--- config.mk ---
export PLATFORM = sky130hd
export DESIGN_NAME = dcache_lookup
export DESIGN_NICKNAME = d
export VERILOG_FILES = /design/src/hdl/dcache_pkg.sv /design/src/hdl/dcache_lookup.sv
export VERILOG_INCLUDE_DIRS = /design/src /design/src/include
export SDC_FILE = /design/constraint.sdc
export NUM_CORES = 1
export LEC_CHECK = 0
export BUFFER_PORTS_ARGS = -buffer_cell sky130_fd_sc_hd__buf_2
export CORE_AREA = 2 2 267 269
export DETAILED_ROUTE_END_ITERATION = 8
export DIE_AREA = 0 0 269 271
export PLACE_DENSITY = 0.35
export SYNTH_ARGS = -nofsm -noshare
export SYNTH_HDL_FRONTEND = slang
export SYNTH_SLANG_ARGS = --single-unit
--- constraint.sdc ---
create_clock -name vclk -period 2.5
set_input_delay 0.25 -clock vclk [all_inputs]
set_output_delay 0.25 -clock vclk [all_outputs]
set_load 0.01 [all_outputs]
--- src/include/dcache_defs.svh ---
`ifndef DCACHE_DEFS_SVH
`define DCACHE_DEFS_SVH

// data cache geometry
// 2 ways, 256 sets, 16 byte lines
// address layout  tag [31:12] | index [11:4] | word [3:2] | byte [1:0]

`define DC_ADDR_W    32   // cpu byte address
`define DC_TAG_W     20   // addr[31:12]
`define DC_INDEX_W   8    // addr[11:4]
`define DC_SETS      256  // 2**DC_INDEX_W
`define DC_OFFSET_W  2    // addr[3:2], word within line

// payload sizes
`define DC_WORD_W    32   // cpu word
`define DC_LINE_W    128  // one cache line, also the L2 transfer unit
`define DC_WORDS     4    // words per line

// byte offset addr[1:0] is not decoded
// a line address has the low
// DC_ADDR_W - DC_TAG_W - DC_INDEX_W bits cleared

`endif
--- src/hdl/dcache_pkg.sv ---
`default_nettype none

`include "dcache_defs.svh"

package dcache_pkg;

    typedef struct packed {
        logic                  valid;   // access request level
        logic                  write;   // 1 store, 0 load
        logic [`DC_ADDR_W-1:0] addr;
        logic [`DC_WORD_W-1:0] wdata;
    } cpu_req_t;

    typedef struct packed {
        logic                  stall;   // busy with a request
        logic                  done;    // one cycle completion pulse
        logic [`DC_WORD_W-1:0] rdata;   // valid with done on a load
    } cpu_rsp_t;

    typedef struct packed {
        logic                  req;     // held until ack
        logic                  write;   // line write back
        logic [`DC_ADDR_W-1:0] addr;    // line aligned
        logic [`DC_LINE_W-1:0] wdata;
    } l2_req_t;

    typedef struct packed {
        logic                  ack;     // one cycle pulse
        logic [`DC_LINE_W-1:0] rdata;
    } l2_rsp_t;

    // array write command
    typedef struct packed {
        logic                   we;
        logic                   way;
        logic [`DC_INDEX_W-1:0] index;
        logic [`DC_TAG_W-1:0]   tag;
        logic                   dirty;
        logic [`DC_LINE_W-1:0]  line;
    } way_fill_t;

    typedef struct packed {
        logic hit;
        logic hit_way;
        logic victim_way;
        logic victim_valid;
        logic victim_dirty;
    } lookup_t;

    typedef enum logic [2:0] {
        st_idle,
        st_lookup,
        st_write_hit,
        st_write_back,
        st_refill,
        st_fill
    } dc_state_e;

endpackage

`default_nettype wire

--- src/hdl/dcache_lookup.sv ---
`timescale 1ns/1ps
`default_nettype none

`include "dcache_defs.svh"

module dcache_lookup (
    input  logic [`DC_ADDR_W-1:0] addr,
    input  logic [`DC_WORD_W-1:0] wdata,
    input  logic [`DC_TAG_W-1:0]  tag0,
    input  logic [`DC_TAG_W-1:0]  tag1,
    input  logic                  valid0,
    input  logic                  valid1,
    input  logic                  dirty0,
    input  logic                  dirty1,
    input  logic [`DC_LINE_W-1:0] line0,
    input  logic [`DC_LINE_W-1:0] line1,
    input  logic                  lru,
    output dcache_pkg::lookup_t   result,
    output logic [`DC_WORD_W-1:0] rword,
    output logic [`DC_LINE_W-1:0] merged_line,
    output logic [`DC_TAG_W-1:0]  victim_tag,
    output logic [`DC_LINE_W-1:0] victim_line
);

    logic [`DC_TAG_W-1:0]    addr_tag;
    logic [`DC_OFFSET_W-1:0] word_sel;
    logic                    hit0;
    logic                    hit1;
    logic                    victim;
    logic [`DC_LINE_W-1:0]   hit_line;

    assign addr_tag = addr[`DC_ADDR_W-1 -: `DC_TAG_W];
    assign word_sel = addr[`DC_ADDR_W-`DC_TAG_W-`DC_INDEX_W-1 -: `DC_OFFSET_W];

    assign hit0 = valid0 && (tag0 == addr_tag);
    assign hit1 = valid1 && (tag1 == addr_tag);

    // empty way first, then the lru way
    always_comb begin
        if (!valid0) begin
            victim = 1'b0;
        end else if (!valid1) begin
            victim = 1'b1;
        end else begin
            victim = lru;
        end
    end

    assign hit_line    = hit0 ? line0 : line1;    // way 0 wins on a double match
    assign victim_tag  = victim ? tag1 : tag0;
    assign victim_line = victim ? line1 : line0;

    assign result = '{
        hit:          hit0 | hit1,
        hit_way:      ~hit0,
        victim_way:   victim,
        victim_valid: victim ? valid1 : valid0,
        victim_dirty: victim ? dirty1 : dirty0
    };

    // word select and store merge
    always_comb begin
        rword       = hit_line[`DC_WORD_W-1:0];
        merged_line = hit_line;
        for (int w = 0; w < `DC_WORDS; w++) begin
            if (int'(word_sel) == w) begin
                rword = hit_line[w*`DC_WORD_W +: `DC_WORD_W];
                merged_line[w*`DC_WORD_W +: `DC_WORD_W] = wdata;
            end
        end
    end

endmodule

`default_nettype wire

==> results.cfg <==
[status]
status = finished, violations left
violations = setup timing

[synthesis]
synth_top_cell_by_area = nand2_1
syn-num-nets = 1676
ys_seq_area_share_pct = 0
synth.cell_area_sq_um = 6810
yosys-top-cells-count = 592 x nand2_1, 146 x nor2_1, 98 x a31oi_1
synth.area.top_cells = nand2_1 33%, a31oi_1 9.0%, nor2_1 8.0%
synth.top_cell.area_share_pct = 32.6
yosysUniqueCellTypes = 41
synth.avg_cell_area_sq_um = 5.19
synth.most_common_cell = nand2_1
synth_warnings = 0
postSynthCellCount = 1311

[cells_and_area]
seq_cell_count = 0
final_util_pct = 22.2
fillers = 7966
nets = 2426
ff_latch_area_sq_um = 0
drive_above_1_share_pct = 56.0
area_growth_pct = 127
clkbuf_count = 0

[sta]
finalWorstSetupSlack_ps = -426
rsz0062_at_grt = yes
tightest_slew_ps = 682
slew_violations = 0
relSlewSlack_pct = 54.5
fin_tns_setup_ps = -17370
holdWs_ps = 789
fin_crit_sh_pct = 117
max_freq_mhz = 342
setup_viol = 125
hold_violations = 0
period_needed_ps = 2930

[setup_path]
cp-start-kind = input pin
crit_path_end_kind = primary output
critPathMaxFanout = 7
criticalPathCategory = input pin to primary output
crit_arrival_ps = 2680
worstPathRequired_ps = 2250

[placement]
gp_congestion = 0.941
io_buffers = 668
place_ws_ps = -528
dp_hpwl_mm = 52.4

[global_route]
overflow = 0
grt.total_usage_pct = 16.9
grt_pass1_vias = 12500
grt_pass1_wl_mm = 90.8
antenna_found_initial = 3
grt_max_degree = 96

[flow_run]
maxCapViolCount = 0

[floorplanning]
initial_core_util_pct = 9.76
die_area_sq_um = 72900
die_h_microns = 271
core_sq_um = 69800
io_pins = 678
fp.dieW_microns = 269
placement_rows = 97

[route]
wl_mm = 66.8
drt-initial-drc-count = 670
vias = 12586
route.detailed.vias_per_inst = 4.20
drt_first_pass_iters = 6
wl_per_cell_microns = 22.3
drc = 0
final_antenna_net_count = 0

[power]
power_frac_seq_pct = 0
peakVddDrop_mv = 0.0759
p_comb_share_pct = 100.0
clock_power_share_pct = 0
power_density_nw_per_um2 = 186
power.internal_mw = 1.25
power_mw = 2.88
p_switching_mw = 1.63
switching_share_pct = 56.5
leakagePower_nw = 7.72

[worst_hold_path]
hp-class = input pin to primary output
[power by group through the flow]
stage            clock [mW]  sequential, mW  combinational [mW]
2_1_floorplan             0               0                1.06
6_report       0.0000000539               0                2.88
3_5_place_dp              0               0                2.52
4_1_cts                   0               0                2.73
3_3_place_gp              0               0                2.53
5_1_grt        0.0000000538               0                3.09
[area by class of cell]
type | instances | area [sq um] | share of cell area [%]
Multi-Input combinational cell | 1171 | 7980 | 51.5
Timing Repair Buffer | 865 | 6230 | 40.3
Tap cell | 940 | 1180 | 7.60
Inverter | 23 | 91.3 | 0.590
Antenna cell | 1 | 2.50 | 0.0162
[placed cells by master (no fill, tap or decap), types with 9 or more instances in the layout]
master and count:
nand2_4 27, xnor2_4 10, a22oi_1 20, nand3_4 9, buf_12 42, a21oi_1 20, a21oi_2 15, buf_8 22
o21ai_0 27, xor2_1 22, nand2_2 64, buf_4 105, buf_2 585, nand2_1 500, mux4_2 25, mux2i_1 13
nand4_1 11, a31oi_1 65, mux2_4 22, o21ai_1 20, buf_6 105, nor3_2 10, a31oi_4 29, nor2_1 145
and3_4 15, mux2_2 9, inv_1 18
[through the flow]
stage / cells / cell area (sq um)
finish: 3000 / 15500
global route: 3000 / 15500
CTS: 2991 / 14300
detailed placement: 2936 / 12400
global placement: 2936 / 12400
floorplan: 1311 / 6950
[metal layers]
metal | global-route usage [%] | vias to the layer above | wire length [microns]
met3 | 2.03 | 49 | 3570
met4 | 2.73 | 4 | 1390
met1 | 21.0 | 6062 | 28100
li1 | - | 5951 | -
met2 | 31.2 | 520 | 33700
met5 | 0 | - | 29
[kinds of logic (layout without fill, tap and decap cells)]
group                     count (synthesis)  count (layout)  share of synthesized area (%)
and+or+nand+nor                         813             813                           47.4
AOI/OAI and AO/OA                       242             242                           22.4
buffers and inverters                   140             888                           8.30
muxes                                    76              76                           16.6
xor gates and xnor gates                 40              40                           5.36
other                                     0               1                              0
[final timing paths]
path                     start   endpoint  slack, ps  cells past startpoint
worst min-delay path    dirty0  result[0]        790                      4
worst max-delay path  addr[29]  rword[11]       -430                      9
[worst max-delay path, stage by stage]
cell,delay [ps]
buf_8,110
xnor2_4,170
nand4_1,160
or4_4,610
nor2_8,220
buf_12,210
mux4_2,520
mux2_4,290
buf_6,120
[repair_timing]
| item | 4_1_cts | 5_1_grt |
|---|---|---|
| hold buffers | 0 | 0 |
| setup buffers | 51 | 30 |
| pin swaps | 85 | 197 |
| gates cloned | 12 | 1 |
| setup endpoints to repair | 147 | 161 |
| gates resized for setup | 261 | 311 |
No activity file was read; power rests on OpenSTA's default activity.
