==> config.mk <==
export PLATFORM = sky130hd
export DESIGN_NAME = dcache_ctrl
export DESIGN_NICKNAME = d
export VERILOG_FILES = /design/src/hdl/dcache_pkg.sv /design/src/hdl/dcache_ctrl.sv
export VERILOG_INCLUDE_DIRS = /design/src /design/src/include
export SDC_FILE = /design/constraint.sdc
export NUM_CORES = 1
export LEC_CHECK = 0
export BUFFER_PORTS_ARGS = -buffer_cell sky130_fd_sc_hd__buf_2
export CORE_AREA = 2 2 340 342
export CTS_BUF_LIST = sky130_fd_sc_hd__clkbuf_16
export DETAILED_ROUTE_END_ITERATION = 6
export DIE_AREA = 0 0 342 344
export PLACE_DENSITY = 0.34
export REMOVE_ABC_BUFFERS = 1
export SLEW_MARGIN = 20
export SYNTH_ARGS = -nofsm -noshare
export SYNTH_HDL_FRONTEND = slang
export SYNTH_SLANG_ARGS = --single-unit
==> constraint.sdc <==
create_clock -name clk_tmp -period 13.9 [get_ports clk_tmp]
set_clock_uncertainty 0.1 [all_clocks]
set_input_delay 0.695 -clock clk_tmp [delete_from_list [all_inputs] [get_ports clk_tmp]]
set_output_delay 0.695 -clock clk_tmp [all_outputs]
set_load 0.005 [all_outputs]
==> src/include/dcache_defs.svh <==
`ifndef DCACHE_DEFS_SVH
`define DCACHE_DEFS_SVH

// data cache geometry
// 2 ways, 256 sets, 16 byte lines
// address layout  tag [31:12] | index [11:4] | word [3:2] | byte [1:0]

`define DC_ADDR_W    32   // cpu byte address
`define DC_TAG_W     20   // addr[31:12]
`define DC_INDEX_W   8    // addr[11:4]
`define DC_SETS      256  // 2**DC_INDEX_W
`define DC_OFFSET_W  2    // addr[3:2], word within line

// payload sizes
`define DC_WORD_W    32   // cpu word
`define DC_LINE_W    128  // one cache line, also the L2 transfer unit
`define DC_WORDS     4    // words per line

// byte offset addr[1:0] is not decoded
// a line address has the low
// DC_ADDR_W - DC_TAG_W - DC_INDEX_W bits cleared

`endif
==> src/hdl/dcache_pkg.sv <==
`default_nettype none

`include "dcache_defs.svh"

package dcache_pkg;

    typedef struct packed {
        logic                  valid;   // access request level
        logic                  write;   // 1 store, 0 load
        logic [`DC_ADDR_W-1:0] addr;
        logic [`DC_WORD_W-1:0] wdata;
    } cpu_req_t;

    typedef struct packed {
        logic                  stall;   // busy with a request
        logic                  done;    // one cycle completion pulse
        logic [`DC_WORD_W-1:0] rdata;   // valid with done on a load
    } cpu_rsp_t;

    typedef struct packed {
        logic                  req;     // held until ack
        logic                  write;   // line write back
        logic [`DC_ADDR_W-1:0] addr;    // line aligned
        logic [`DC_LINE_W-1:0] wdata;
    } l2_req_t;

    typedef struct packed {
        logic                  ack;     // one cycle pulse
        logic [`DC_LINE_W-1:0] rdata;
    } l2_rsp_t;

    // array write command
    typedef struct packed {
        logic                   we;
        logic                   way;
        logic [`DC_INDEX_W-1:0] index;
        logic [`DC_TAG_W-1:0]   tag;
        logic                   dirty;
        logic [`DC_LINE_W-1:0]  line;
    } way_fill_t;

    typedef struct packed {
        logic hit;
        logic hit_way;
        logic victim_way;
        logic victim_valid;
        logic victim_dirty;
    } lookup_t;

    typedef enum logic [2:0] {
        st_idle,
        st_lookup,
        st_write_hit,
        st_write_back,
        st_refill,
        st_fill
    } dc_state_e;

endpackage

`default_nettype wire

==> src/hdl/dcache_ctrl.sv <==
`timescale 1ns/1ps
`default_nettype none

`include "dcache_defs.svh"

module dcache_ctrl (
    input  logic                   clk_tmp,
    input  logic                   rst_n,
    input  dcache_pkg::cpu_req_t   cpu_req,
    output dcache_pkg::cpu_rsp_t   cpu_rsp,
    input  dcache_pkg::lookup_t    result,
    input  logic [`DC_WORD_W-1:0]  rword,
    input  logic [`DC_LINE_W-1:0]  merged_line,
    input  logic [`DC_TAG_W-1:0]   victim_tag,
    input  logic [`DC_LINE_W-1:0]  victim_line,
    output dcache_pkg::way_fill_t  fill,
    output logic                   touch,
    output logic                   touch_way,
    output dcache_pkg::l2_req_t    l2_req,
    input  dcache_pkg::l2_rsp_t    l2_rsp
);

    localparam int LineLsb = `DC_ADDR_W - `DC_TAG_W - `DC_INDEX_W;

    dcache_pkg::dc_state_e  state_q;
    logic                   stall_q;
    logic                   done_q;
    logic [`DC_WORD_W-1:0]  rdata_q;
    logic                   fill_way_q;      // victim picked at the miss
    logic [`DC_LINE_W-1:0]  refill_q;        // line returned by L2
    logic                   l2_valid_q;
    logic                   l2_write_q;
    logic [`DC_ADDR_W-1:0]  l2_addr_q;
    logic [`DC_LINE_W-1:0]  l2_wdata_q;
    logic [`DC_TAG_W-1:0]   req_tag;
    logic [`DC_INDEX_W-1:0] req_index;
    logic [`DC_ADDR_W-1:0]  wb_addr;
    logic [`DC_ADDR_W-1:0]  fetch_addr;

    assign req_tag    = cpu_req.addr[`DC_ADDR_W-1 -: `DC_TAG_W];
    assign req_index  = cpu_req.addr[`DC_ADDR_W-`DC_TAG_W-1 -: `DC_INDEX_W];
    assign wb_addr    = {victim_tag, req_index, {LineLsb{1'b0}}};   // old line location
    assign fetch_addr = {req_tag, req_index, {LineLsb{1'b0}}};

    always_ff @(posedge clk_tmp) begin
        if (!rst_n) begin
            state_q    <= dcache_pkg::st_idle;
            stall_q    <= 1'b0;
            done_q     <= 1'b0;
            l2_valid_q <= 1'b0;
        end else begin
            done_q <= 1'b0;
            case (state_q)
                dcache_pkg::st_idle: begin
                    stall_q <= 1'b0;
                    if (cpu_req.valid && !done_q) begin   // request just finished is still up
                        stall_q <= 1'b1;
                        state_q <= dcache_pkg::st_lookup;
                    end
                end
                dcache_pkg::st_lookup: begin
                    if (result.hit) begin
                        if (cpu_req.write) begin
                            state_q <= dcache_pkg::st_write_hit;
                        end else begin
                            done_q  <= 1'b1;
                            state_q <= dcache_pkg::st_idle;
                        end
                    end else if (result.victim_valid && result.victim_dirty) begin
                        state_q <= dcache_pkg::st_write_back;
                    end else begin
                        state_q <= dcache_pkg::st_refill;
                    end
                end
                dcache_pkg::st_write_hit: begin
                    done_q  <= 1'b1;
                    state_q <= dcache_pkg::st_idle;
                end
                dcache_pkg::st_write_back: begin
                    if (!l2_valid_q) begin
                        l2_valid_q <= 1'b1;
                    end else if (l2_rsp.ack) begin
                        l2_valid_q <= 1'b0;
                        state_q    <= dcache_pkg::st_refill;
                    end
                end
                dcache_pkg::st_refill: begin
                    if (!l2_valid_q) begin
                        l2_valid_q <= 1'b1;
                    end else if (l2_rsp.ack) begin
                        l2_valid_q <= 1'b0;
                        state_q    <= dcache_pkg::st_fill;
                    end
                end
                dcache_pkg::st_fill: begin
                    state_q <= dcache_pkg::st_lookup;   // replay as a hit
                end
                default: begin
                    state_q <= dcache_pkg::st_idle;
                end
            endcase
        end
    end

    // data path registers
    always_ff @(posedge clk_tmp) begin
        case (state_q)
            dcache_pkg::st_lookup: begin
                rdata_q    <= rword;
                fill_way_q <= result.victim_way;
            end
            dcache_pkg::st_write_back: begin
                if (!l2_valid_q) begin
                    l2_write_q <= 1'b1;
                    l2_addr_q  <= wb_addr;
                    l2_wdata_q <= victim_line;
                end
            end
            dcache_pkg::st_refill: begin
                if (!l2_valid_q) begin
                    l2_write_q <= 1'b0;
                    l2_addr_q  <= fetch_addr;
                end else if (l2_rsp.ack) begin
                    refill_q <= l2_rsp.rdata;
                end
            end
            default: ;
        endcase
    end

    // array write and lru update
    always_comb begin
        fill       = '0;
        fill.index = req_index;
        fill.tag   = req_tag;
        touch      = 1'b0;
        touch_way  = result.hit_way;
        case (state_q)
            dcache_pkg::st_lookup: begin
                touch = result.hit && !cpu_req.write;   // load completes here
            end
            dcache_pkg::st_write_hit: begin
                fill.we    = 1'b1;
                fill.way   = result.hit_way;
                fill.dirty = 1'b1;
                fill.line  = merged_line;
                touch      = 1'b1;
            end
            dcache_pkg::st_fill: begin
                fill.we    = 1'b1;
                fill.way   = fill_way_q;
                fill.line  = refill_q;             // clean copy
                touch      = 1'b1;
                touch_way  = fill_way_q;
            end
            default: ;
        endcase
    end

    assign cpu_rsp = '{stall: stall_q, done: done_q, rdata: rdata_q};
    assign l2_req  = '{req: l2_valid_q, write: l2_write_q, addr: l2_addr_q, wdata: l2_wdata_q};

    a_done_no_l2: assert property (
        @(posedge clk_tmp) disable iff (!rst_n) $rose(done_q) |-> !l2_valid_q
    );

    a_l2_aligned: assert property (
        @(posedge clk_tmp) disable iff (!rst_n) l2_valid_q |-> (l2_addr_q[LineLsb-1:0] == '0)
    );

    a_l2_hold: assert property (
        @(posedge clk_tmp) disable iff (!rst_n)
        (l2_valid_q && !l2_rsp.ack) |=> (l2_valid_q && $stable(l2_write_q)
                                         && $stable(l2_addr_q) && $stable(l2_wdata_q))
    );

endmodule

`default_nettype wire

==> results of run 1 <==
## power by group through the flow
stage	Sequential, mW	Clock [mW]	Combinational [mW]
floorplan	1.16	0	0.0670
global placement	1.15	0	0.233
detailed placement	1.15	0	0.233
CTS	1.13	1.15	0.234
global route	1.13	1.17	0.251
finish	1.13	1.09	0.228
## layout make-up
| type | count | area [um^2] | area share |
|---|---|---|---|
| timing repair buffer | 837 | 4220 | 0.224 |
| clock inverter | 35 | 244 | 0.0130 |
| clock buffer | 45 | 1130 | 0.0598 |
| tap | 1512 | 1890 | 0.101 |
| sequential | 324 | 9670 | 0.514 |
| inverter | 4 | 17.5 | 0.000931 |
| multi-input combinational | 233 | 1640 | 0.0872 |
| antenna | 5 | 12.5 | 0.000665 |
## routing by layer
layer / GRT usage / share of wire
met4: 0.0336 / 0.031
met1: 0.0874 / 0.34
met2: 0.149 / 0.49
met5: 0 / 0.0021
met3: 0.0522 / 0.14
## path summary, 6_finish.rpt
check,end,slack (ps),cells after the start
setup / recovery,fill[26],9600,6
hold / removal,rdata_q[19],160,1
setup reg to reg,refill_q[15],10070,6
hold reg to reg,stall_q,420,2
## registers in the layout, summed over array words and instances (netlist names), 3 cells and up
signal / cells
l2_addr_q: 28
rdata_q: 32
state_q: 3
refill_q: 128
l2_wdata_q: 128
## placed cells by master, fill, tap and decap left out
cell | synthesis | final
o31ai_1 | 1 | 1
clkinv_4 | 0 | 2
a21boi_1 | 1 | 1
nand2_1 | 66 | 66
o22ai_1 | 1 | 1
nor3b_4 | 0 | 1
a22o_1 | 129 | 129
nor2_4 | 0 | 1
diode_2 | 0 | 5
nor3b_2 | 1 | 2
conb_1 | 1 | 4
buf_4 | 37 | 11
nor3_2 | 1 | 1
nor3_1 | 1 | 1
nand3b_1 | 2 | 2
edfxtp_1 | 318 | 318
or2_1 | 1 | 1
clkinvlp_4 | 0 | 3
nor2b_1 | 3 | 3
inv_1 | 1 | 11
inv_2 | 3 | 2
clkinv_1 | 0 | 11
a21oi_1 | 4 | 3
buf_2 | 27 | 826
bufinv_16 | 0 | 2
a22oi_1 | 1 | 1
clkbuf_16 | 0 | 45
a21oi_2 | 0 | 1
o21ai_0 | 6 | 6
dfxtp_1 | 6 | 6
inv_16 | 0 | 2
and2_1 | 1 | 1
nor2_1 | 2 | 1
mux2_1 | 1 | 1
clkinv_2 | 0 | 5
inv_4 | 0 | 1
nand3_1 | 1 | 1
o221ai_1 | 1 | 1
or2_2 | 1 | 1
a21boi_0 | 2 | 2
## kinds of logic after synthesis
| family | synth area share |
|---|---|
| buf+inv | 0.0384 |
| simple gates | 0.0303 |
| compound gates | 0.105 |
| flops | 0.825 |
| other cells | 0.000320 |
| mux | 0.000961 |
## worst reg2reg max path, delay by kind of cell, from the launching register on
family | cells | cell delay [ps]
flip-flops | 1 | 440
AND/OR/NAND/NOR | 2 | 690
buffers and inverters | 4 | 2120
## through the flow
stage          instances  cell area [um^2]  hold WS (ps)  power, mW   util
5_1_grt             2993             18800           105       2.56  0.165
2_1_floorplan        561             11300           402       1.22      -
3_5_place_dp        2910             17400           429       1.38  0.153
3_3_place_gp        2910             17400           404       1.38  0.153
4_1_cts             2990             18800          75.8       2.51  0.165
6_report            2995             18800           155       2.45  0.165
==> results_dict.tcl, run 1 <==
set metrics [dict create \
    status "complete, no violations" \
    io_pins 867 \
    place_congestion 0.843 \
    initial_core_util 0.103 \
    numCtsBuffers 44 \
    placementRows 124 \
    p_int_mw 1.85 \
    hpwl_mm 44.8 \
    switching_power_mw 0.596 \
    io_buffers 826 \
    swShare 0.243 \
    maxSlewViolCount 0 \
    max_freq_mhz 232 \
    clk_path_buf_depth 3 \
    min_path_type "primary input to flip-flop" \
    period_minus_slack_ps 4300 \
    hold_viol_final 0 \
    grt_max_degree 81 \
    tns_ps 0 \
    nets 1954 \
    worst-slew-pin-transition_ps 1030 \
    drive_above_1_share 0.613 \
    clock_latency_ps 590 \
    total_leakage_power_nw 7.84 \
    cts_hold_buffers 0 \
    drc 0 \
    ys.flop_type "edfxtp_1" \
    wl_mm 55.6 \
    synth_area_per_cell_um2 18.7 \
    synth_common_cells "318 x edfxtp_1, 129 x a22o_1, 66 x nand2_1" \
    worst-setup-path-type "flip-flop to output pin" \
    dieArea_um2 118000 \
    crit_path_max_fanout 71 \
    overflow 0 \
    clkSinkCount 324 \
    num-fill-cells 12700 \
    crit_chain "nand2_1 -> or2_1 -> inv_4 -> buf_4 -> a22o_1 -> buf_2" \
    maxCapViolCount 0 \
    cp-start-kind "flip-flop" \
    synthesis.area_um2 11700 \
    htreeDepth 2 \
    grt_pass1_vias 9584 \
    cts.clk_slew.worst_paths_ps 70 \
    die_h_um 344 \
    p_per_area_nw_per_um2 130 \
    synth-seq-cells 324 \
    startpoint "state_q[1]" \
    dr.first_iter.drc_count 325 \
    end_kind "output pin" \
    die_width_um 342 \
    postCtsSetupBuffers 0 \
    core-area_um2 114000 \
    cp_data_arrival_time_ps 3510 \
    via_per_inst 3.05 \
    area_growth_pct 60.5 \
    ctsResizeCount 0 \
    synth_enable_flop_cells 318 \
    root_buffer "clkbuf_16" \
    yosysWarnings 0 \
    avgRoutedWirePerCell_um 18.6 \
    drt_first_pass_iters 4 \
    rsz0062_at_grt "false" \
    grt_pass1_wl_mm 72.1 \
    ys_top_cells_by_area "edfxtp_1 81%, a22o_1 9.6%, buf_4 2.4%" \
    vias 9144 \
    timing.rr.start "state_q[1]" \
    antenna_found_initial 25 \
    cp_slowest_cell "buf_4" \
    tritoncts "done" \
    slew_headroom 0.314 \
    min_from "rword[19]" \
    antenna_left 0 \
    async_flop_share 0 \
    pre_cts_slack_ps 9990 \
    yosysMostFrequentCell "edfxtp_1" \
    synth_cell_types 30 \
    cp_top_family "buffers and inverters" \
    seq_area_frac_synth 0.825 \
    synth_top_area_share 0.815 \
    grt_usage 0.0876 \
    setup_viol 0 \
    max_stage_delay_ps 730 \
    syn_inst 628 \
    period_share 0.310 \
    required_ps 13110 \
    clkPwrFrac 0.445 \
    critPathBufInv 3 \
    seqPwrFrac 0.461 \
    pwr-share-comb 0.093 \
    setup_slack_ps 9600 \
    ir_drop_mv 0.0790 \
    synth_top_cell_by_area "edfxtp_1" \
]
Note: power is estimated with default switching activity, not from simulation.
==> run 2, diff against run 1 <==
--- a/config.mk
+++ b/config.mk
@@ -11,7 +11,7 @@
 export CTS_BUF_LIST = sky130_fd_sc_hd__clkbuf_16
 export DETAILED_ROUTE_END_ITERATION = 6
 export DIE_AREA = 0 0 342 344
-export PLACE_DENSITY = 0.34
+export PLACE_DENSITY = 0.35
 export REMOVE_ABC_BUFFERS = 1
 export SLEW_MARGIN = 20
 export SYNTH_ARGS = -nofsm -noshare
==> constraint.sdc (replaced) <==
create_clock -name clk_tmp -period 3.5 [get_ports clk_tmp]
set_clock_uncertainty 0.1 [all_clocks]
set_input_delay 0.175 -clock clk_tmp [delete_from_list [all_inputs] [get_ports clk_tmp]]
set_output_delay 0.175 -clock clk_tmp [all_outputs]
set_load 0.005 [all_outputs]
==> run 2 against run 1 <==
  * Combinational power grew to 5.7 times the previous value
  * Register-to-register slack got worse by 9200 ps
  * Worst setup slack lost 9200 ps
  * Die area did not move
  * Worst hold slack improved by 18 ps
  * Critical endpoint is now fill[28]
==> results_dict.tcl, run 2 (synthesis results as in run 1) <==
set metrics [dict create \
    status "complete, no violations" \
    total_leakage_power_nw 9.39 \
    drive_above_1_share 0.501 \
    ctsResizeCount 0 \
    overflow 0 \
    p_total_mw 10.2 \
    nets 2315 \
    drt_first_pass_iters 4 \
    hold_viol_final 0 \
    clkSinkCount 324 \
    via_per_inst 3.14 \
    io_buffers 826 \
    num-fill-cells 12400 \
    setup_viol 0 \
    rsz0062_at_grt "false" \
    crit_path_max_fanout 27 \
    mostFrequentLayoutCell "buf_2" \
    place_congestion 0.850 \
    grt_pass1_wl_mm 78.7 \
    numCtsBuffers 45 \
    drc 0 \
    grt_usage 0.0941 \
    vias 10500 \
    avgRoutedWirePerCell_um 17.6 \
    min_path_type "primary input to flip-flop" \
    htreeDepth 2 \
    hpwl_mm 45.8 \
    crit_chain "nand2_1 -> or2_1 -> inv_4 -> buf_4 -> a22o_1 -> buf_2" \
    clk_path_buf_depth 3 \
    worst-setup-path-type "flip-flop to output pin" \
    cts.clk_slew.worst_paths_ps 60 \
    dieArea_um2 118000 \
    antenna_found_initial 19 \
    cp-start-kind "flip-flop" \
    whs_ps 173 \
    dr.first_iter.drc_count 421 \
    slew_headroom 0.369 \
    regArea_um2 9670 \
    max_freq_mhz 323 \
    reg_top3 "l2_wdata_q: 128 flops, refill_q: 128 flops, rdata_q: 32 flops" \
    antenna_left 0 \
    tritoncts "done" \
    multiInputGateArea_um2 1640 \
    p_per_area_nw_per_um2 453 \
    mostFrequentLayoutCells "826 x buf_2, 347 x dlygate4sd3_1, 318 x edfxtp_1" \
    required_ps 3220 \
    core-area_um2 114000 \
    die_width_um 342 \
    clock_latency_ps 590 \
    utilization 0.198 \
    period_share 0.885 \
    worst-slew-pin-transition_ps 944 \
    io_pins 867 \
    wl_mm 59.1 \
    initial_core_util 0.103 \
    ir_drop_mv 0.328 \
    maxSlewViolCount 0 \
    grt_pass1_vias 11400 \
    die_h_um 344 \
    period_minus_slack_ps 3100 \
    cp_data_arrival_time_ps 2820 \
    end_kind "output pin" \
    grt_max_degree 116 \
    area_growth_pct 91.9 \
    cp_top_family "buffers and inverters" \
    placementRows 124 \
    max_stage_delay_ps 600 \
    maxCapViolCount 0 \
    root_buffer "clkbuf_16" \
    critPathBufInv 3 \
    cp_slowest_cell "dfxtp_1" \
]
-- run 2: changes by cell type in the layout (fill, tap and decap cells not counted), moves of 3 or more --
cell / previous run / this run
buf_4: 11 / 18
dlygate4sd3_1: 0 / 347
inv_6: 0 / 4
inv_1: 11 / 8
diode_2: 5 / 1
buf_12: 0 / 6
-- run 2: metrics by stage --
stage          area [um^2]  TNS (ps)  setup slack (ps)  instances
6_report             22500         0               403       3353
5_1_grt              22500         0               187       3352
4_1_cts              22500         0               257       3352
3_5_place_dp         17600         0               787       2923
3_3_place_gp         17600         0               859       2923
2_1_floorplan        11300  -1649190             -7290        561
-- run 2: area by class of cell --
cell class,count,area share
flip-flops and latches,324,0.430
repair buffers,1197,0.349
well taps,1512,0.0841
multi-input cells,233,0.0730
clock buffers,46,0.0512
clock inverters,36,0.0116
inverters,4,0.000779
diodes,1,0.000111
-- run 2: routing by layer --
| layer | up-vias | global-route usage | share of wire |
|---|---|---|---|
| met4 | 8 | 0.0294 | 0.026 |
| li1 | 4825 | - | - |
| met3 | 103 | 0.0472 | 0.12 |
| met1 | 5040 | 0.0932 | 0.34 |
| met5 | - | 0 | 0.00095 |
| met2 | 559 | 0.171 | 0.51 |
-- run 2: power by group --
part	internal, mW	switching, mW	leakage [nW]	total (mW)
registers	4.43	0.0523	2.92	4.48
clock network	2.55	1.86	0.716	4.41
logic	0.720	0.572	5.76	1.29
-- run 2: worst paths after layout --
path,start,endpoint,slack [ps],cells after the start
min reg2reg,stall_q,stall_q,420,2
min,l2_rsp[56],refill_q[56],170,2
max,state_q[1],fill[28],400,6
max reg2reg,state_q[2],refill_q[29],910,5
-- run 2: repair_timing --
item                                    in CTS  in global routing
endpoints found under the setup margin       0                  0
setup buffers                                0                  0
endpoints found under the hold margin      323                  0
hold buffers                               347                  0
==> run 3, diff against run 2 <==
--- a/config.mk
+++ b/config.mk
@@ -6,6 +6,7 @@
 export SDC_FILE = /design/constraint.sdc
 export NUM_CORES = 1
 export LEC_CHECK = 0
+export ABC_AREA = 1
 export BUFFER_PORTS_ARGS = -buffer_cell sky130_fd_sc_hd__buf_2
 export CORE_AREA = 2 2 340 342
 export CTS_BUF_LIST = sky130_fd_sc_hd__clkbuf_16
==> run 3 against run 2 <==
  * Cell area up 0.57%
  * Worst hold slack worse by 39 ps
  * Register-to-register slack better by 20 ps
  * Utilization up 0.11 points
  * Global-route usage up 1.9 points
  * Via count up 3.1%
  * Routed wire length up 20%
  * Area after synthesis about the same
  * Critical path type unchanged
  * Critical endpoint is now fill[10]
==> results_dict.tcl, run 3 <==
set metrics [dict create \
    placementRows 124 \
    total_leakage_power_nw 9.52 \
    clk_path_buf_depth 3 \
    worst-setup-path-type "flip-flop to output pin" \
    dp.cells 2942 \
    antenna_found_initial 51 \
    end_kind "output pin" \
    worst-slew-pin-transition_ps 946 \
    ff2ff_setup_slack_ps 930 \
    whs_ps 134 \
    crit_path_max_fanout 45 \
    ir_drop_mv 0.338 \
    yosysMostFrequentCell "edfxtp_1" \
    cp_slowest_cell "dfxtp_1" \
    hold_viol_final 0 \
    r2r_end "l2_addr_q[28]" \
    min_path_type "primary input to flip-flop" \
    drive_above_1_share 0.501 \
    maxCapViolCount 0 \
    area_growth_pct 93.1 \
    antenna_left 0 \
    grt_usage 0.113 \
    cp-start-kind "flip-flop" \
    yosysWarnings 0 \
    rsz0062_at_grt "false" \
    mostFrequentLayoutCells "826 x buf_2, 346 x dlygate4sd3_1, 318 x edfxtp_1" \
    clock_latency_ps 610 \
    ctsResizeCount 0 \
    core-area_um2 114000 \
    utilization 0.199 \
    clkPwrFrac 0.358 \
    synth_top_cell_by_area "edfxtp_1" \
    cp_data_arrival_time_ps 2610 \
    htreeDepth 2 \
    tritoncts "done" \
    initial_core_util 0.103 \
    dr.first_iter.drc_count 367 \
    vias 10900 \
    max_stage_delay_ps 510 \
    io_pins 867 \
    timing.rr.start "state_q[0]" \
    async_flop_share 0 \
    seq_area_frac_synth 0.825 \
    required_ps 3220 \
    place_congestion 0.815 \
    worstHoldEndpoint "l2_valid_q" \
    wl_mm 71.1 \
    die_h_um 344 \
    seqPwrFrac 0.390 \
    layout.cells.non_filler 3387 \
    synth_area_per_cell_um2 18.4 \
    min_from "l2_rsp[128]" \
    die_width_um 342 \
    dieArea_um2 118000 \
    synth_common_cells "318 x edfxtp_1, 128 x a22o_1, 75 x nand2_1" \
    ys.flop_type "edfxtp_1" \
    p_per_area_nw_per_um2 560 \
    swShare 0.295 \
    avgRoutedWirePerCell_um 21.0 \
    postCtsSetupBuffers 0 \
    synth-seq-cells 324 \
    hpwl_mm 58.0 \
    cts.clk_slew.worst_paths_ps 60 \
    period_minus_slack_ps 2890 \
    status "complete, no violations" \
    grt_max_degree 98 \
    critPathBufInv 3 \
    hold_path_depth 4 \
    cp_top_family "buffers and inverters" \
    pwr-share-comb 0.252 \
    tns_ps 0 \
    ff2ff_path_depth 8 \
    grt_pass1_wl_mm 91.8 \
    p_int_mw 8.92 \
    reg_top3 "l2_wdata_q: 128 flops, refill_q: 128 flops, rdata_q: 32 flops" \
    synthesis.area_um2 11700 \
    syn_inst 636 \
    grt_pass1_vias 11600 \
    synth_enable_flop_cells 318 \
    nets 2332 \
    drc 0 \
    numCtsBuffers 44 \
    setup_viol 0 \
    slew_headroom 0.369 \
    max_freq_mhz 346 \
    synth_cell_types 20 \
    period_share 0.825 \
    clkSinkCount 324 \
    root_buffer "clkbuf_16" \
    switching_power_mw 3.74 \
    maxSlewViolCount 0 \
    overflow 0 \
    via_per_inst 3.21 \
    ys_top_cells_by_area "edfxtp_1 81%, a22o_1 9.6%, buf_4 2.8%" \
    drt_first_pass_iters 4 \
    crit_chain "nand3_2 -> inv_4 -> buf_12 -> a22o_1 -> buf_2" \
    synth_top_area_share 0.815 \
    io_buffers 826 \
    mostFrequentLayoutCell "buf_2" \
]
## run 3: cell count changes after synthesis, sizes merged, moves of 2 or more
cell and delta:
nand3 +8, nor3b -3, inv +8, nor2 +5
or2 -2, a21boi -3, nand2 +9, nor2b -3
o21ai -2, nand3b -2
## run 3: metrics by stage
stage,cell area (um^2),power [mW],setup slack (ps)
2_1_floorplan,11300,6.11,-3460
3_3_place_gp,17700,7.84,1180
3_5_place_dp,17700,7.85,1170
4_1_cts,22600,12.9,537
5_1_grt,22600,13.3,439
6_report,22600,12.7,614
## run 3: power by group through the flow
stage	registers, mW	logic (mW)	clock network [mW]
6_report	4.94	3.19	4.53
5_1_grt	4.98	3.48	4.84
4_1_cts	4.95	3.26	4.74
3_5_place_dp	5.02	2.83	0
3_3_place_gp	5.02	2.83	0
2_1_floorplan	5.10	1.00	0
## run 3: kinds of logic after synthesis
family,count (synthesis),share of synthesized area
other cells,1,0.000320
simple gates,94,0.0322
flops,324,0.825
buf+inv,80,0.0423
compound gates,137,0.0999
## run 3: worst min-delay path, cell delays in order
cell,delay (ps)
buf_2,180
nand2_1,160
nand2_1,180
a21oi_1,90
## run 3: per-layer routing
layer  wire length, um  GRT usage  up-vias
met2             33600      0.186      596
met5                26    0.00641        -
met4              1800     0.0367        4
li1                  -          -     4876
met1             26700      0.126     5275
met3              8960     0.0597      111
## run 3: layout make-up
cell class / instances / area (um^2)
multi-input combinational: 235 / 1600
clock inverter: 30 / 335
antenna: 25 / 62.6
timing repair buffer: 1205 / 7920
sequential: 324 / 9670
inverter: 12 / 47.5
clock buffer: 44 / 1100
tap: 1512 / 1890
fill: 12400 / 91300
## run 3: what timing repair did
item | CTS | global route
hold buffers | 346 | 0
hold endpoints to repair | 323 | 0
setup endpoints to repair | 0 | 0
## run 3: how the worst max path moves through the flow
| stage | slack, ps | from | cells past startpoint | endpoint |
|---|---|---|---|---|
| after floorplan | -3460 | state_q[2] | 2 | refill_q[0] |
| after global placement | 1180 | state_q[2] | 6 | l2_addr_q[10] |
| after detailed placement | 1170 | state_q[0] | 3 | l2_wdata_q[88] |
| after CTS | 540 | state_q[2] | 5 | fill[10] |
| after global routing | 440 | state_q[2] | 5 | fill[10] |
| final | 610 | state_q[2] | 5 | fill[10] |
